`config.mk`:
```
export PLATFORM = sky130hd
export DESIGN_NAME = diff_trigger_top
export DESIGN_NICKNAME = d
export VERILOG_FILES = /design/src/diff_trigger_pkg.sv /design/src/stream_skid_buffer.sv /design/src/axis_differentiator.sv /design/src/threshold_trigger.sv /design/src/diff_trigger_top.sv
export VERILOG_INCLUDE_DIRS = /design/src
export SDC_FILE = /design/constraint.sdc
export NUM_CORES = 1
export LEC_CHECK = 0
export BUFFER_PORTS_ARGS = -buffer_cell sky130_fd_sc_hd__buf_2
export CAP_MARGIN = 20
export CORE_ASPECT_RATIO = 1.25
export CORE_MARGIN = 2
export CORE_UTILIZATION = 50
export CTS_BUF_LIST = sky130_fd_sc_hd__clkbuf_16
export DETAILED_ROUTE_END_ITERATION = 10
export HOLD_SLACK_MARGIN = 0.1
export PLACE_DENSITY = 0.68
export SYNTH_ARGS = -nofsm -noshare
export SYNTH_HDL_FRONTEND = slang
export SYNTH_SLANG_ARGS = --single-unit
```
`constraint.sdc`:
```
create_clock -name clk -period 7.85 [get_ports clk]
set_clock_uncertainty 0.2 [all_clocks]
set_input_delay 2.355 -clock clk [delete_from_list [all_inputs] [get_ports clk]]
set_output_delay 2.355 -clock clk [all_outputs]
set_load 0.02 [all_outputs]
```
`src/diff_trigger_settings.svh`:
```
/*
  compile-time settings shared by the differentiator trigger design
  include this wherever sample width, lane count or holdoff length is needed
*/
`ifndef DIFF_TRIGGER_SETTINGS_SVH
`define DIFF_TRIGGER_SETTINGS_SVH

// width of one signed sample in bits
`define SAMPLE_WIDTH 16

// samples carried per beat, lowest index is oldest in time
`define PARALLEL_SAMPLES 2

// output beats forced untriggered after a trigger fires
`define HOLDOFF_BEATS 4

`endif

```
`src/diff_trigger_pkg.sv`:
```
/*
  stream types for the differentiator trigger
  modules refer to these by scoped name, widths come from the settings header
*/
`default_nettype none
`include "diff_trigger_settings.svh"

package diff_trigger_pkg;

  // one signed sample, two's complement
  typedef logic signed [`SAMPLE_WIDTH-1:0] sample_t;

  // one stream beat
  typedef struct packed {
    sample_t [`PARALLEL_SAMPLES-1:0] samples; // samples[0] is earliest
    logic                            last;    // end of packet marker
  } sample_beat_t;

  // beat leaving the trigger stage
  typedef struct packed {
    sample_beat_t beat; // differences and last, passed through untouched
    logic         trig; // set on the beat that fired the trigger
  } trigger_beat_t;

  // trigger FSM state
  typedef enum logic {
    trig_armed   = 1'b0, // waiting for a difference above threshold
    trig_holdoff = 1'b1  // counting out suppressed beats
  } trigger_state_t;

endpackage

`default_nettype wire

```
`src/stream_skid_buffer.sv`:
```
/*
  two-entry skid stage on the valid/ready stream
  registers the beat and in_ready so no combinational path crosses the stage
*/
`timescale 1ns/1ps
`default_nettype none
`include "diff_trigger_settings.svh"

module stream_skid_buffer (
  input  logic                           clk,
  input  logic                           reset,
  input  diff_trigger_pkg::sample_beat_t in_beat,
  input  logic                           in_valid,
  output logic                           in_ready,
  output diff_trigger_pkg::sample_beat_t skid_beat,
  output logic                           skid_valid,
  input  logic                           skid_ready
);

  diff_trigger_pkg::sample_beat_t main_beat;  // beat presented downstream
  diff_trigger_pkg::sample_beat_t spare_beat; // catches a beat while main is stuck
  logic main_valid;
  logic spare_valid;
  logic main_valid_next;
  logic spare_valid_next;
  logic in_fire;   // upstream transfer this cycle
  logic main_free; // main entry can take a new beat

  assign in_fire   = in_valid && in_ready;
  assign main_free = !main_valid || skid_ready; // empty or being accepted

  // occupancy of the two entries
  always_comb begin
    main_valid_next  = main_valid;
    spare_valid_next = spare_valid;
    if (main_free) begin
      if (spare_valid) begin
        main_valid_next  = 1'b1;    // spare moves up first
        spare_valid_next = in_fire; // new beat drops into spare behind it
      end else begin
        main_valid_next  = in_fire;
      end
    end else if (in_fire) begin
      spare_valid_next = 1'b1;      // downstream stalled, park the arrival
    end
  end

  always_ff @(posedge clk) begin
    if (reset) begin
      main_valid  <= 1'b0;
      spare_valid <= 1'b0;
      in_ready    <= 1'b1;
    end else begin
      main_valid  <= main_valid_next;
      spare_valid <= spare_valid_next;
      in_ready    <= !(main_valid_next && spare_valid_next); // low only when full
    end
  end

  // payload movement mirrors the occupancy logic above
  always_ff @(posedge clk) begin
    if (main_free) begin
      if (spare_valid) begin
        main_beat <= spare_beat;
        if (in_fire) begin
          spare_beat <= in_beat;
        end
      end else if (in_fire) begin
        main_beat <= in_beat;
      end
    end else if (in_fire) begin
      spare_beat <= in_beat;
    end
  end

  assign skid_beat  = main_beat;
  assign skid_valid = main_valid;

endmodule

`default_nettype wire

```
`src/axis_differentiator.sv`:
```
/*
  first-order finite difference across the parallel samples of each beat
  four register stages, the whole pipe advances together on the stream handshake
*/
`timescale 1ns/1ps
`default_nettype none
`include "diff_trigger_settings.svh"

module axis_differentiator (
  input  logic                           clk,
  input  logic                           reset,
  input  diff_trigger_pkg::sample_beat_t skid_beat,
  input  logic                           skid_valid,
  output logic                           skid_ready,
  output diff_trigger_pkg::sample_beat_t diff_beat,
  output logic                           diff_valid,
  input  logic                           diff_ready
);

  diff_trigger_pkg::sample_t in_reg [`PARALLEL_SAMPLES]; // stage 0, accepted samples
  diff_trigger_pkg::sample_t prev_sample;                // last sample of the beat before
  diff_trigger_pkg::sample_t pred [`PARALLEL_SAMPLES];   // predecessor of each lane
  logic signed [`SAMPLE_WIDTH:0] diff [`PARALLEL_SAMPLES]; // stage 1, full width
  diff_trigger_pkg::sample_t trunc [`PARALLEL_SAMPLES];  // stage 2, halved
  diff_trigger_pkg::sample_t out_reg [`PARALLEL_SAMPLES]; // stage 3
  logic [3:0] valid_d; // valid per stage, bit 3 is the output
  logic [3:0] last_d;  // last flag riding with valid
  logic advance;       // every stage moves this cycle
  logic in_ok;         // a beat is accepted this cycle

  assign advance    = !valid_d[3] || diff_ready;
  assign skid_ready = advance;
  assign in_ok      = skid_valid && advance;

  // lane 0 looks back into the previous beat, the rest look one lane down
  always_comb begin
    pred[0] = prev_sample;
    for (int i = 1; i < `PARALLEL_SAMPLES; i++) begin
      pred[i] = in_reg[i-1];
    end
  end

  // input capture and control shift registers
  always_ff @(posedge clk) begin
    if (reset) begin
      valid_d     <= '0;
      last_d      <= '0;
      prev_sample <= '0;
      for (int i = 0; i < `PARALLEL_SAMPLES; i++) begin
        in_reg[i] <= '0; // first beat after reset differences against zero
      end
    end else if (advance) begin
      valid_d <= {valid_d[2:0], in_ok};
      last_d  <= {last_d[2:0], skid_beat.last && in_ok};
      if (in_ok) begin
        for (int i = 0; i < `PARALLEL_SAMPLES; i++) begin
          in_reg[i] <= skid_beat.samples[i];
        end
        prev_sample <= in_reg[`PARALLEL_SAMPLES-1]; // held beat becomes history
      end
    end
  end

  // subtract, halve, output
  always_ff @(posedge clk) begin
    if (advance) begin
      for (int i = 0; i < `PARALLEL_SAMPLES; i++) begin
        diff[i]    <= in_reg[i] - pred[i]; // sign extended to 17 bits, cannot wrap
        trunc[i]   <= diff[i][`SAMPLE_WIDTH -: `SAMPLE_WIDTH]; // drop lsb
        out_reg[i] <= trunc[i];
      end
    end
  end

  always_comb begin
    for (int i = 0; i < `PARALLEL_SAMPLES; i++) begin
      diff_beat.samples[i] = out_reg[i];
    end
    diff_beat.last = last_d[3];
  end

  assign diff_valid = valid_d[3];

endmodule

`default_nettype wire

```
`src/threshold_trigger.sv`:
```
/*
  tags beats whose difference magnitude exceeds a runtime threshold
  after a trigger the next HOLDOFF_BEATS beats pass untagged, then it rearms
*/
`timescale 1ns/1ps
`default_nettype none
`include "diff_trigger_settings.svh"

module threshold_trigger (
  input  logic                            clk,
  input  logic                            reset,
  input  diff_trigger_pkg::sample_beat_t  diff_beat,
  input  logic                            diff_valid,
  output logic                            diff_ready,
  input  diff_trigger_pkg::sample_t       threshold,
  output diff_trigger_pkg::trigger_beat_t out_beat,
  output logic                            out_valid,
  input  logic                            out_ready
);

  localparam int CNT_W = $clog2(`HOLDOFF_BEATS + 1); // holds 0..HOLDOFF_BEATS

  diff_trigger_pkg::trigger_state_t state;
  diff_trigger_pkg::trigger_state_t state_next;
  logic [CNT_W-1:0] holdoff_cnt;      // beats still to suppress
  logic [CNT_W-1:0] holdoff_cnt_next;
  logic advance;   // output register free or being drained
  logic in_ok;     // beat taken from the differentiator
  logic exceed;    // some lane above threshold
  logic trig_next; // tag for the beat being taken

  assign advance    = !out_valid || out_ready;
  assign diff_ready = advance;
  assign in_ok      = diff_valid && advance;

  // magnitude compare, one extra bit so that -32768 has a positive magnitude
  always_comb begin
    diff_trigger_pkg::sample_t s;
    logic signed [`SAMPLE_WIDTH:0] mag;
    s      = '0;
    mag    = '0;
    exceed = 1'b0;
    for (int i = 0; i < `PARALLEL_SAMPLES; i++) begin
      s   = diff_beat.samples[i];
      mag = s; // sign extends
      if (mag < 0) begin
        mag = -mag;
      end
      if (mag > threshold) begin
        exceed = 1'b1;
      end
    end
  end

  // trigger FSM, only moves on an accepted beat
  always_comb begin
    state_next       = state;
    holdoff_cnt_next = holdoff_cnt;
    trig_next        = 1'b0;
    if (in_ok) begin
      case (state)
        diff_trigger_pkg::trig_armed: begin
          if (exceed) begin
            trig_next        = 1'b1;
            state_next       = diff_trigger_pkg::trig_holdoff;
            holdoff_cnt_next = CNT_W'(`HOLDOFF_BEATS);
          end
        end
        diff_trigger_pkg::trig_holdoff: begin
          holdoff_cnt_next = holdoff_cnt - 1'b1; // this beat is suppressed
          if (holdoff_cnt == CNT_W'(1)) begin
            state_next = diff_trigger_pkg::trig_armed; // last suppressed beat
          end
        end
        default: state_next = diff_trigger_pkg::trig_armed;
      endcase
    end
  end

  always_ff @(posedge clk) begin
    if (reset) begin
      state       <= diff_trigger_pkg::trig_armed;
      holdoff_cnt <= '0;
      out_valid   <= 1'b0;
    end else begin
      state       <= state_next;
      holdoff_cnt <= holdoff_cnt_next;
      if (advance) begin
        out_valid <= diff_valid;
      end
    end
  end

  // output payload, samples and last unchanged
  always_ff @(posedge clk) begin
    if (in_ok) begin
      out_beat.beat <= diff_beat;
      out_beat.trig <= trig_next;
    end
  end

endmodule

`default_nettype wire

```
`src/diff_trigger_top.sv`:
```
/*
  trigger front end: skid stage, differentiator, threshold trigger in series
  six cycles of latency from input transfer to output valid with no stall
*/
`timescale 1ns/1ps
`default_nettype none
`include "diff_trigger_settings.svh"

module diff_trigger_top (
  input  logic                            clk,
  input  logic                            reset,
  input  diff_trigger_pkg::sample_beat_t  in_beat,
  input  logic                            in_valid,
  output logic                            in_ready,
  input  diff_trigger_pkg::sample_t       threshold,
  output diff_trigger_pkg::trigger_beat_t out_beat,
  output logic                            out_valid,
  input  logic                            out_ready
);

  diff_trigger_pkg::sample_beat_t skid_beat; // skid -> differentiator
  logic                           skid_valid;
  logic                           skid_ready;
  diff_trigger_pkg::sample_beat_t diff_beat; // differentiator -> trigger
  logic                           diff_valid;
  logic                           diff_ready;

  stream_skid_buffer stream_skid_buffer_i (
    .clk        (clk),
    .reset      (reset),
    .in_beat    (in_beat),
    .in_valid   (in_valid),
    .in_ready   (in_ready),
    .skid_beat  (skid_beat),
    .skid_valid (skid_valid),
    .skid_ready (skid_ready)
  );

  axis_differentiator axis_differentiator_i (
    .clk        (clk),
    .reset      (reset),
    .skid_beat  (skid_beat),
    .skid_valid (skid_valid),
    .skid_ready (skid_ready),
    .diff_beat  (diff_beat),
    .diff_valid (diff_valid),
    .diff_ready (diff_ready)
  );

  threshold_trigger threshold_trigger_i (
    .clk        (clk),
    .reset      (reset),
    .diff_beat  (diff_beat),
    .diff_valid (diff_valid),
    .diff_ready (diff_ready),
    .threshold  (threshold),  // held stable by the outside
    .out_beat   (out_beat),
    .out_valid  (out_valid),
    .out_ready  (out_ready)
  );

endmodule

`default_nettype wire

```
==> results of run 1 <==
-- cell usage in the layout, fill, tap and decap left out, types with 3 or more instances in the layout --
| master | synthesis | routed |
|---|---|---|
| a31oi_1 | 5 | 5 |
| inv_1 | 76 | 81 |
| nor3_1 | 10 | 10 |
| a21o_1 | 11 | 11 |
| or2_2 | 5 | 5 |
| nor2_1 | 41 | 40 |
| mux2_2 | 33 | 33 |
| o21a_1 | 4 | 4 |
| buf_2 | 0 | 88 |
| a21oi_1 | 45 | 44 |
| ha_1 | 68 | 68 |
| dfxtp_1 | 32 | 32 |
| xnor2_1 | 44 | 44 |
| buf_4 | 0 | 7 |
| edfxtp_1 | 228 | 228 |
| o31ai_1 | 8 | 8 |
| o31a_1 | 3 | 3 |
| o41ai_1 | 7 | 7 |
| and3_1 | 4 | 4 |
| nand2_1 | 52 | 52 |
| clkbuf_16 | 0 | 27 |
| clkinv_1 | 1 | 6 |
| o22ai_1 | 3 | 3 |
| clkinv_2 | 0 | 4 |
| a2111oi_0 | 3 | 3 |
| clkinvlp_4 | 0 | 4 |
| and2_1 | 35 | 35 |
| xor2_1 | 4 | 4 |
| nor4_1 | 3 | 3 |
| o21ai_0 | 46 | 46 |
| a211oi_1 | 5 | 5 |
| nor2b_1 | 4 | 4 |
| nand3_1 | 13 | 13 |
| or3_1 | 3 | 3 |
| nand4_1 | 10 | 10 |
| nand2b_1 | 10 | 10 |
-- synth_stat cells, types with 4 or more instances --
cell      number  area share, %
mux2_2        33            3.2
inv_1         76            2.5
or2_2          5           0.27
nand2b_1      10           0.55
a211oi_1       5           0.33
nor2_1        41            1.3
nor3_1        10           0.44
o41ai_1        7           0.53
and3_1         4           0.22
xnor2_1       44            3.4
nand3_1       13           0.57
nand2_1       52            1.7
clkbuf_1      15           0.49
nand4_1       10           0.55
o21a_1         4           0.26
ha_1          68            7.4
and2_1        35            1.9
a21oi_1       45            2.0
xor2_1         4           0.31
o31ai_1        8           0.52
nor2b_1        4           0.22
o21ai_0       46            2.0
a21o_1        11           0.72
a31oi_1        5           0.27
edfxtp_1     228             60
dfxtp_1       32            5.6
-- where the power goes --
| part | internal [mW] | switching [mW] | leakage [nW] | total (mW) |
|---|---|---|---|---|
| Clock | 0.651 | 0.479 | 0.395 | 1.13 |
| Sequential | 1.68 | 0.0830 | 2.56 | 1.76 |
| Combinational | 0.190 | 0.217 | 2.11 | 0.407 |
-- area by class of cell --
| type | count | area share (%) |
|---|---|---|
| sequential | 260 | 57.3 |
| inverter | 77 | 2.22 |
| clock buffer | 27 | 5.17 |
| timing repair buffer | 96 | 3.98 |
| tap | 283 | 2.71 |
| clock inverter | 19 | 0.890 |
| multi-input combinational | 502 | 27.8 |
-- logic make-up (layout without fill, tap and decap cells) --
logic type,after synthesis,count (layout),share of synthesized area (%)
other,1,2,0.0327
multiplexers,33,33,3.24
flip-flops,260,260,65.3
buffers and inverters,95,219,3.11
adder cells (fa/ha/maj),70,70,7.77
AO/OA/AOI/OAI,150,150,8.06
AND/OR/NAND/NOR,199,199,8.81
XOR/XNOR,48,48,3.67
-- final timing paths --
path                                         from                                   end  slack, ps  cells past startpoint
max                                     out_ready    axis_differentiator_i.in_reg[0][3]       3220                      7
min            axis_differentiator_i.trunc[0][10]  axis_differentiator_i.out_reg[0][10]        220                      0
max reg2reg  axis_differentiator_i.out_reg[0][20]       threshold_trigger_i.out_beat[0]       3680                     13
min reg2reg    axis_differentiator_i.trunc[0][10]  axis_differentiator_i.out_reg[0][10]        220                      0
-- layer usage --
metal  share of wire (%)  global-route usage [%]
met1                  41                    17.9
met2                  50                    27.7
met3                 4.7                    2.85
met4                 3.8                    6.57
met5                   0                       0
-- metrics by stage --
step	util (%)	cell area (um^2)	worst slack, ps	hold WS, ps
6_report	58.5	13100	3220	215
5_1_grt	58.5	13100	2920	223
4_1_cts	58.5	13100	3180	218
3_5_place_dp	54.9	12300	2640	205
3_3_place_gp	54.8	12300	2720	201
2_1_floorplan	-	11500	1150	200
-- worst register-to-register path, stage by stage (launching register included) --
cell and delay (ps):
edfxtp_1 480, or4_4 560, or3_4 350, or3_4 390, o41ai_2 230, xnor2_1 170, ha_1 270, nand3_1 100
nor2_1 50, a2111oi_0 420, o211ai_1 160, a21oi_1 140, o22ai_1 200, nor2b_1 200
==> results.cfg, run 1 <==
[run_status]
status = complete, no violations

[setup_path]
setup.worst_path.end_class = flip-flop
cpLargestDelayFamily = buffers and inverters
critPathMaxStageDelay_ps = 580
crit_path_cell_trace = buf_2, nor2b_1, and2_1, clkinv_2, a21oi_1, inv_1, buf_4
cp_slowest_cell = clkinv_2
crit_buf_inv = 4
worstPathMaxFanout = 38
required_ps = 7900
arrival_ps = 4680
crit_type = in -> reg
startpoint_type = input pin

[logic_synthesis]
syn_inst = 856
syn_area_mm2 = 0.0115
synth_seq_cells = 260
synthFlopType = edfxtp_1
ys_warn_count = 0
synthDistinctLibCells = 51
synthArstFlopShare_pct = 0
avgSynthCellArea_um2 = 13.4
yosysSeqAreaShare_pct = 65.3
synth_edf_count = 228

[timing]
slew_violations = 0
setup_tns_ps = 0
setup_viol = 0
slew_headroom_pct = 48.9
rsz0062_at_grt = no
fin_crit_sh_pct = 58.9
fmaxAchievable_mhz = 216
tightestPinTransition_ps = 759
post-route-min-period_ps = 4630
hold_viol = 0

[floorplanning]
fp.dieH_um = 173
die_x_um = 139
floorplan.initialDensity_pct = 51.3
die-area_mm2 = 0.0242
core.rowCount = 61
io_pins = 89
fp.coreArea_mm2 = 0.0224

[cts]
cts_setup_buffers = 0
post_cts_resize_count = 0
clockBufferDepth = 3
postCtsHoldBufs = 0
htreeDepth = 1
insertion_delay_ps = 520
cts_root_buf = clkbuf_16
cts_tree = built
cts_buffers = 26
cts_sinks = 260
clk_pin_slew_ps = 60

[drt]
viasPerCell = 5.18
avgRoutedWirePerCell_um = 14.5
dr_total_vias = 6542
initialDrtViolationCount = 251
firstDrtPassIters = 4
ant_nets = 0
wirelength_um = 18300
drc = 0

[grt]
globalRouteOverflowTotal = 0
antenna_found_initial = 0
grt_pass1_vias = 6525
grt_usage_pct = 15.4
grt_max_degree = 68
grt_pass1_wl_um = 30700

[power_and_ir_drop]
power_density_mw_per_mm2 = 252
vdd_drop_max_uv = 184
p_total_mw = 3.30
p_leak_nw = 5.06

[placement]
place.gp.congestion = 0.840
io_buffers = 88
dp_hpwl_um = 13500
dpl.cell_count = 1218

[worst_hold_path]
hp-class = reg -> reg

[final_layout]
largest_reg_flops = 34
layout-drive-gt1-share_pct = 18.1
seqCellArea_mm2 = 0.00749
area_delta_synth_final_pct = 14.0
multiInputGateArea_mm2 = 0.00363
regMostFlops = threshold_trigger_i.out_beat
nets = 1086
nFillCells = 1777
num_antenna_cells = 0
layout.cells.non_filler = 1264

[flow_run]
maxCapViolCount = 0
No activity file was read; power rests on OpenSTA's default activity.
==> run 2, diff against run 1 <==
==> constraint.sdc (replaced) <==
create_clock -name clk -period 4.8 [get_ports clk]
set_clock_uncertainty 0.2 [all_clocks]
set_input_delay 1.44 -clock clk [delete_from_list [all_inputs] [get_ports clk]]
set_output_delay 1.44 -clock clk [all_outputs]
set_load 0.02 [all_outputs]
==> results.cfg, run 2 (synthesis gave the netlist of run 1 again) <==
[setup_path]
cp_slowest_cell = a2111oi_0
required_ps = 4860
startpoint_type = flip-flop
rr_worst_depth = 13
r2r-end = threshold_trigger_i.out_beat[0]
critPathMaxStageDelay_ps = 570
arrival_ps = 4280
worstPathMaxFanout = 5
crit_path_frequent_cell = or3_4
worst-r2r-setup-slack_ps = 580
timing.rr.start = axis_differentiator_i.out_reg[0][20]
crit_type = reg -> reg
setup.worst_path.end_class = flip-flop
crit_path_cell_trace = or4_4, or3_4, or3_4, o41ai_2, xnor2_1, ha_1, nand3_1, nor2_1, a2111oi_0, o211ai_1, a21oi_1, o22ai_1, nor2b_1

[timing]
slew_violations = 0
tightestPinTransition_ps = 727
hold_viol = 0
fin_crit_sh_pct = 88.0
rsz0062_at_grt = no
layout_setup_ws_ps = 576
post-route-min-period_ps = 4220
fmaxAchievable_mhz = 237
setup_tns_ps = 0
slew_headroom_pct = 50.2
setup_viol = 0

[final_layout]
multiInputGateArea_mm2 = 0.00363
num_antenna_cells = 0
layout-drive-gt1-share_pct = 18.7
final_common_cell = edfxtp_1
layout.cells.non_filler = 1264
nets = 1086
regMostFlops = threshold_trigger_i.out_beat
largest_reg_flops = 34
area_delta_synth_final_pct = 14.3
mostFrequentLayoutCells = edfxtp_1, buf_2, inv_1
seqCellArea_mm2 = 0.00749
nFillCells = 1834

[cts]
cts_setup_buffers = 0
post_cts_resize_count = 0
cts_sinks = 260
clockBufferDepth = 3
clk_pin_slew_ps = 60
cts_tree = built
postCtsHoldBufs = 0
insertion_delay_ps = 520
cts_buffers = 25
cts_root_buf = clkbuf_16
htreeDepth = 1

[floorplanning]
fp.dieH_um = 173
die-area_mm2 = 0.0242
floorplan.initialDensity_pct = 51.3
io_pins = 89
fp.coreArea_mm2 = 0.0224
die_x_um = 139
core.rowCount = 61

[drt]
viasPerCell = 5.15
avgRoutedWirePerCell_um = 14.6
firstDrtPassIters = 4
wirelength_um = 18500
ant_nets = 0
dr_total_vias = 6512
initialDrtViolationCount = 226
drc = 0

[placement]
pre_cts_ws_ps = 650
place.gp.congestion = 0.943
dp_hpwl_um = 13600
io_buffers = 88
dpl.cell_count = 1219

[flow_run]
maxCapViolCount = 0

[grt]
grt_pass1_wl_um = 30500
grt_pass1_vias = 6460
grt_max_degree = 49
antenna_found_initial = 0
grt_usage_pct = 15.4
globalRouteOverflowTotal = 0

[worst_hold_path]
min_from = axis_differentiator_i.diff[0][28]
hp-class = reg -> reg
hold_path_depth = 0
min_to = axis_differentiator_i.trunc[0][26]

[power_and_ir_drop]
net-switching-power_mw = 1.29
seq_power_share_pct = 52.2
p_leak_nw = 5.08
power_density_mw_per_mm2 = 421
p_sw_share_pct = 23.4
internal_power_mw = 4.22
clkPwrFrac_pct = 35.8
vdd_drop_max_uv = 302
pwr-share-comb_pct = 12.0

[run_status]
status = complete, no violations
-- run 2: cell types whose count changed in the layout (fill, tap and decap cells not counted) --
cell       previous run  this run
buf_4                 7         9
clkinv_4              0         1
inv_1                81        79
clkbuf_16            27        25
inv_6                 0         1
clkinv_1              6         3
buf_16                1         0
clkinv_2              4         5
bufinv_16             1         4
-- run 2: worst max path at each step --
stage                                    startpoint                                  to  slack [ps]
6_report       axis_differentiator_i.out_reg[0][20]     threshold_trigger_i.out_beat[0]         580
5_1_grt        axis_differentiator_i.out_reg[0][20]  threshold_trigger_i.holdoff_cnt[0]         340
4_1_cts        axis_differentiator_i.out_reg[0][20]     threshold_trigger_i.out_beat[0]         630
3_5_place_dp   axis_differentiator_i.out_reg[0][20]     threshold_trigger_i.out_beat[0]         650
3_3_place_gp   axis_differentiator_i.out_reg[0][20]     threshold_trigger_i.out_beat[0]         660
2_1_floorplan                             out_ready  axis_differentiator_i.in_reg[0][0]         240
-- run 2: critical path, delay by kind of cell (launching register included) --
family / cells / cell delay (ps)
and+or+nand+nor: 6 / 1610
xor gates and xnor gates: 1 / 160
AOI/OAI and AO/OA: 5 / 1290
adders and majority gates: 1 / 260
DFF: 1 / 460
-- run 2: through the flow --
| stage | util, % | hold WS, ps | cell area (um^2) | power, mW |
|---|---|---|---|---|
| 5_1_grt | 58.6 | 217 | 13100 | 5.77 |
| 6_report | 58.6 | 214 | 13100 | 5.51 |
| 4_1_cts | 58.6 | 217 | 13100 | 5.58 |
| 3_3_place_gp | 54.9 | 201 | 12300 | 3.57 |
| 2_1_floorplan | - | 200 | 11500 | 3.39 |
| 3_5_place_dp | 54.9 | 205 | 12300 | 3.59 |
-- run 2: metal layers --
layer	vias to the layer above	routed length, um	part of all wire, %	global-route usage [%]
met5	-	0	0	0
met4	0	731	4.0	6.90
met3	44	885	4.8	2.54
met2	151	9160	50	27.6
met1	2978	7670	42	18.1
li1	3339	-	-	-
-- run 2: cell type report --
type,instances,share of cell area (%)
Inverter,77,2.22
Tap cell,283,2.70
Multi-Input combinational cell,502,27.7
Clock inverter,20,1.60
Sequential cell,260,57.1
Clock buffer,25,4.77
Timing Repair Buffer,97,3.88
-- run 2: power groups by stage --
stage | clock (mW) | combinational [mW] | sequential, mW
2_1_floorplan | 0 | 0.512 | 2.87
3_3_place_gp | 0 | 0.649 | 2.92
3_5_place_dp | 0 | 0.661 | 2.93
4_1_cts | 2.03 | 0.664 | 2.88
5_1_grt | 2.10 | 0.763 | 2.91
6_report | 1.97 | 0.661 | 2.88
==> run 3, diff against run 2 <==
--- a/config.mk
+++ b/config.mk
@@ -15,6 +15,7 @@
 export DETAILED_ROUTE_END_ITERATION = 10
 export HOLD_SLACK_MARGIN = 0.1
 export PLACE_DENSITY = 0.68
+export SKIP_LAST_GASP = 1
 export SYNTH_ARGS = -nofsm -noshare
 export SYNTH_HDL_FRONTEND = slang
 export SYNTH_SLANG_ARGS = --single-unit
==> constraint.sdc (replaced) <==
create_clock -name clk -period 4.8 [get_ports clk]
set_clock_uncertainty 0.2 [all_clocks]
set_input_delay 0 -clock clk [delete_from_list [all_inputs] [get_ports clk]]
set_output_delay 0 -clock clk [all_outputs]
set_load 0.02 [all_outputs]
==> results.cfg, run 3 (synthesis gave the netlist of run 1 again) <==
[run_status]
status = complete, no violations

[final_layout]
layout-drive-gt1-share_pct = 17.1
stdcell_area_mm2 = 0.0139
num_antenna_cells = 0
final_common_cell = edfxtp_1
area_delta_synth_final_pct = 20.8
mostFrequentLayoutCells = edfxtp_1, buf_2, inv_1
largest_reg_flops = 34
nets = 1158
finish.utilization_pct = 61.9
regMostFlops = threshold_trigger_i.out_beat

[worst_hold_path]
min_to = stream_skid_buffer_i.skid_beat[18]
min_from = in_beat[18]
hp-class = in -> reg
hold_path_depth = 3

[timing]
rsz0062_at_grt = no
post-route-min-period_ps = 4170
fmaxAchievable_mhz = 240
fin_crit_sh_pct = 86.9
slew_violations = 0
setup_tns_ps = 0
tightestPinTransition_ps = 745
slew_headroom_pct = 49.8
hold_viol = 0
setup_viol = 0

[power_and_ir_drop]
power_density_mw_per_mm2 = 401
p_leak_nw = 5.41
vdd_drop_max_uv = 365

[grt]
use_met3_pct = 2.57
grt_max_degree = 59
grt_pass1_vias = 6919
grt_busiest_layer = met2
antenna_found_initial = 0
grt_pass1_wl_um = 32600
grt.met2_usage_pct = 30.3
grt_usage_pct = 16.5
gr-usage-met1_pct = 19.1
globalRouteOverflowTotal = 0

[cts]
post_cts_resize_count = 0
htreeDepth = 1
clk_pin_slew_ps = 60
cts_tree = built
cts_sinks = 260
insertion_delay_ps = 520
clockBufferDepth = 3
cts_buffers = 26
cts_root_buf = clkbuf_16

[drt]
drc = 0
dr_total_vias = 6781
ant_nets = 0
wirelength_um = 19900
viasPerCell = 5.07
avgRoutedWirePerCell_um = 14.9
firstDrtPassIters = 4
initialDrtViolationCount = 377

[flow_run]
maxCapViolCount = 0

[setup_path]
startpoint_type = flip-flop
timing.rr.start = axis_differentiator_i.out_reg[0][20]
cp_slowest_cell = or4_4
r2r-end = threshold_trigger_i.out_beat[0]
crit_buf_inv = 0
crit_path_frequent_cell = or3_4
crit_path_cell_trace = or4_4, or3_4, or3_4, o41ai_2, xnor2_1, ha_1, nand3_1, nor2_1, a2111oi_0, o211ai_1, a21oi_1, o22ai_1, nor2b_1
worstPathMaxFanout = 5
critPathMaxStageDelay_ps = 550
arrival_ps = 4240
crit_type = reg -> reg
worst-r2r-setup-slack_ps = 630
cpLargestDelayFamily = simple AND/OR/NAND/NOR gates
rr_worst_depth = 13
required_ps = 4870
worstSetupStartpoint = axis_differentiator_i.out_reg[0][20]
setup.worst_path.end_class = flip-flop

[placement]
dp_hpwl_um = 13500
place.gp.congestion = 0.892
place_area_mm2 = 0.0123
io_buffers = 88

[floorplanning]
core.rowCount = 61
die_x_um = 139
fp.dieH_um = 173
io_pins = 89
floorplan.initialDensity_pct = 51.3
die-area_mm2 = 0.0242
fp.coreArea_mm2 = 0.0224
run 3: changes by cell type in the layout (fill, tap and decap cells not counted), sizes merged:
cell	change
bufinv	-1
buf	-1
clkinv	+3
dlygate4sd3	+72
clkbuf	+2
inv	+2
clkinvlp	-3
run 3: how the worst max path moves through the flow:
| stage | cells after the start | slack (ps) | end |
|---|---|---|---|
| after floorplan | 13 | 1050 | threshold_trigger_i.out_beat[0] |
| after global placement | 13 | 630 | threshold_trigger_i.out_beat[0] |
| after detailed placement | 13 | 640 | threshold_trigger_i.out_beat[0] |
| after CTS | 13 | 630 | threshold_trigger_i.out_beat[0] |
| after global routing | 13 | 340 | threshold_trigger_i.holdoff_cnt[0] |
| final | 13 | 630 | threshold_trigger_i.out_beat[0] |
run 3: through the flow:
stage	instances	hold slack (ps)	worst slack (ps)	power [mW]
finish	1338	125	629	5.56
global route	1338	119	344	5.82
CTS	1338	104	632	5.60
detailed placement	1218	-6.06	637	3.59
global placement	1217	-7.82	627	3.57
floorplan	857	-101	1050	3.39
run 3: where the power goes:
part | internal, mW | switching, mW | leakage, nW | total, mW
Sequential | 2.74 | 0.130 | 2.56 | 2.87
Combinational | 0.348 | 0.364 | 2.41 | 0.712
Clock | 1.18 | 0.799 | 0.439 | 1.97
run 3: routing by layer:
layer  vias up  wire, um
met4         0       714
met2       137     10100
met1      3122      8220
li1       3480         -
met3        42       870
met5         -         0
run 3: final cells by class:
type	count	area [um^2]
Tap cell	283	354
Fill cell	1712	8510
Clock buffer	27	676
Multi-Input combinational cell	502	3630
Inverter	77	290
Timing Repair Buffer	168	1240
Clock inverter	21	173
Sequential cell	260	7490
run 3: worst min-delay path, stage by stage:
cell and delay, ps:
dlygate4sd3_1 510, buf_2 100, mux2_2 130
run 3: what timing repair did:
item,CTS,global route
hold endpoints to repair,97,0
hold buffers,72,0
setup buffers,0,0
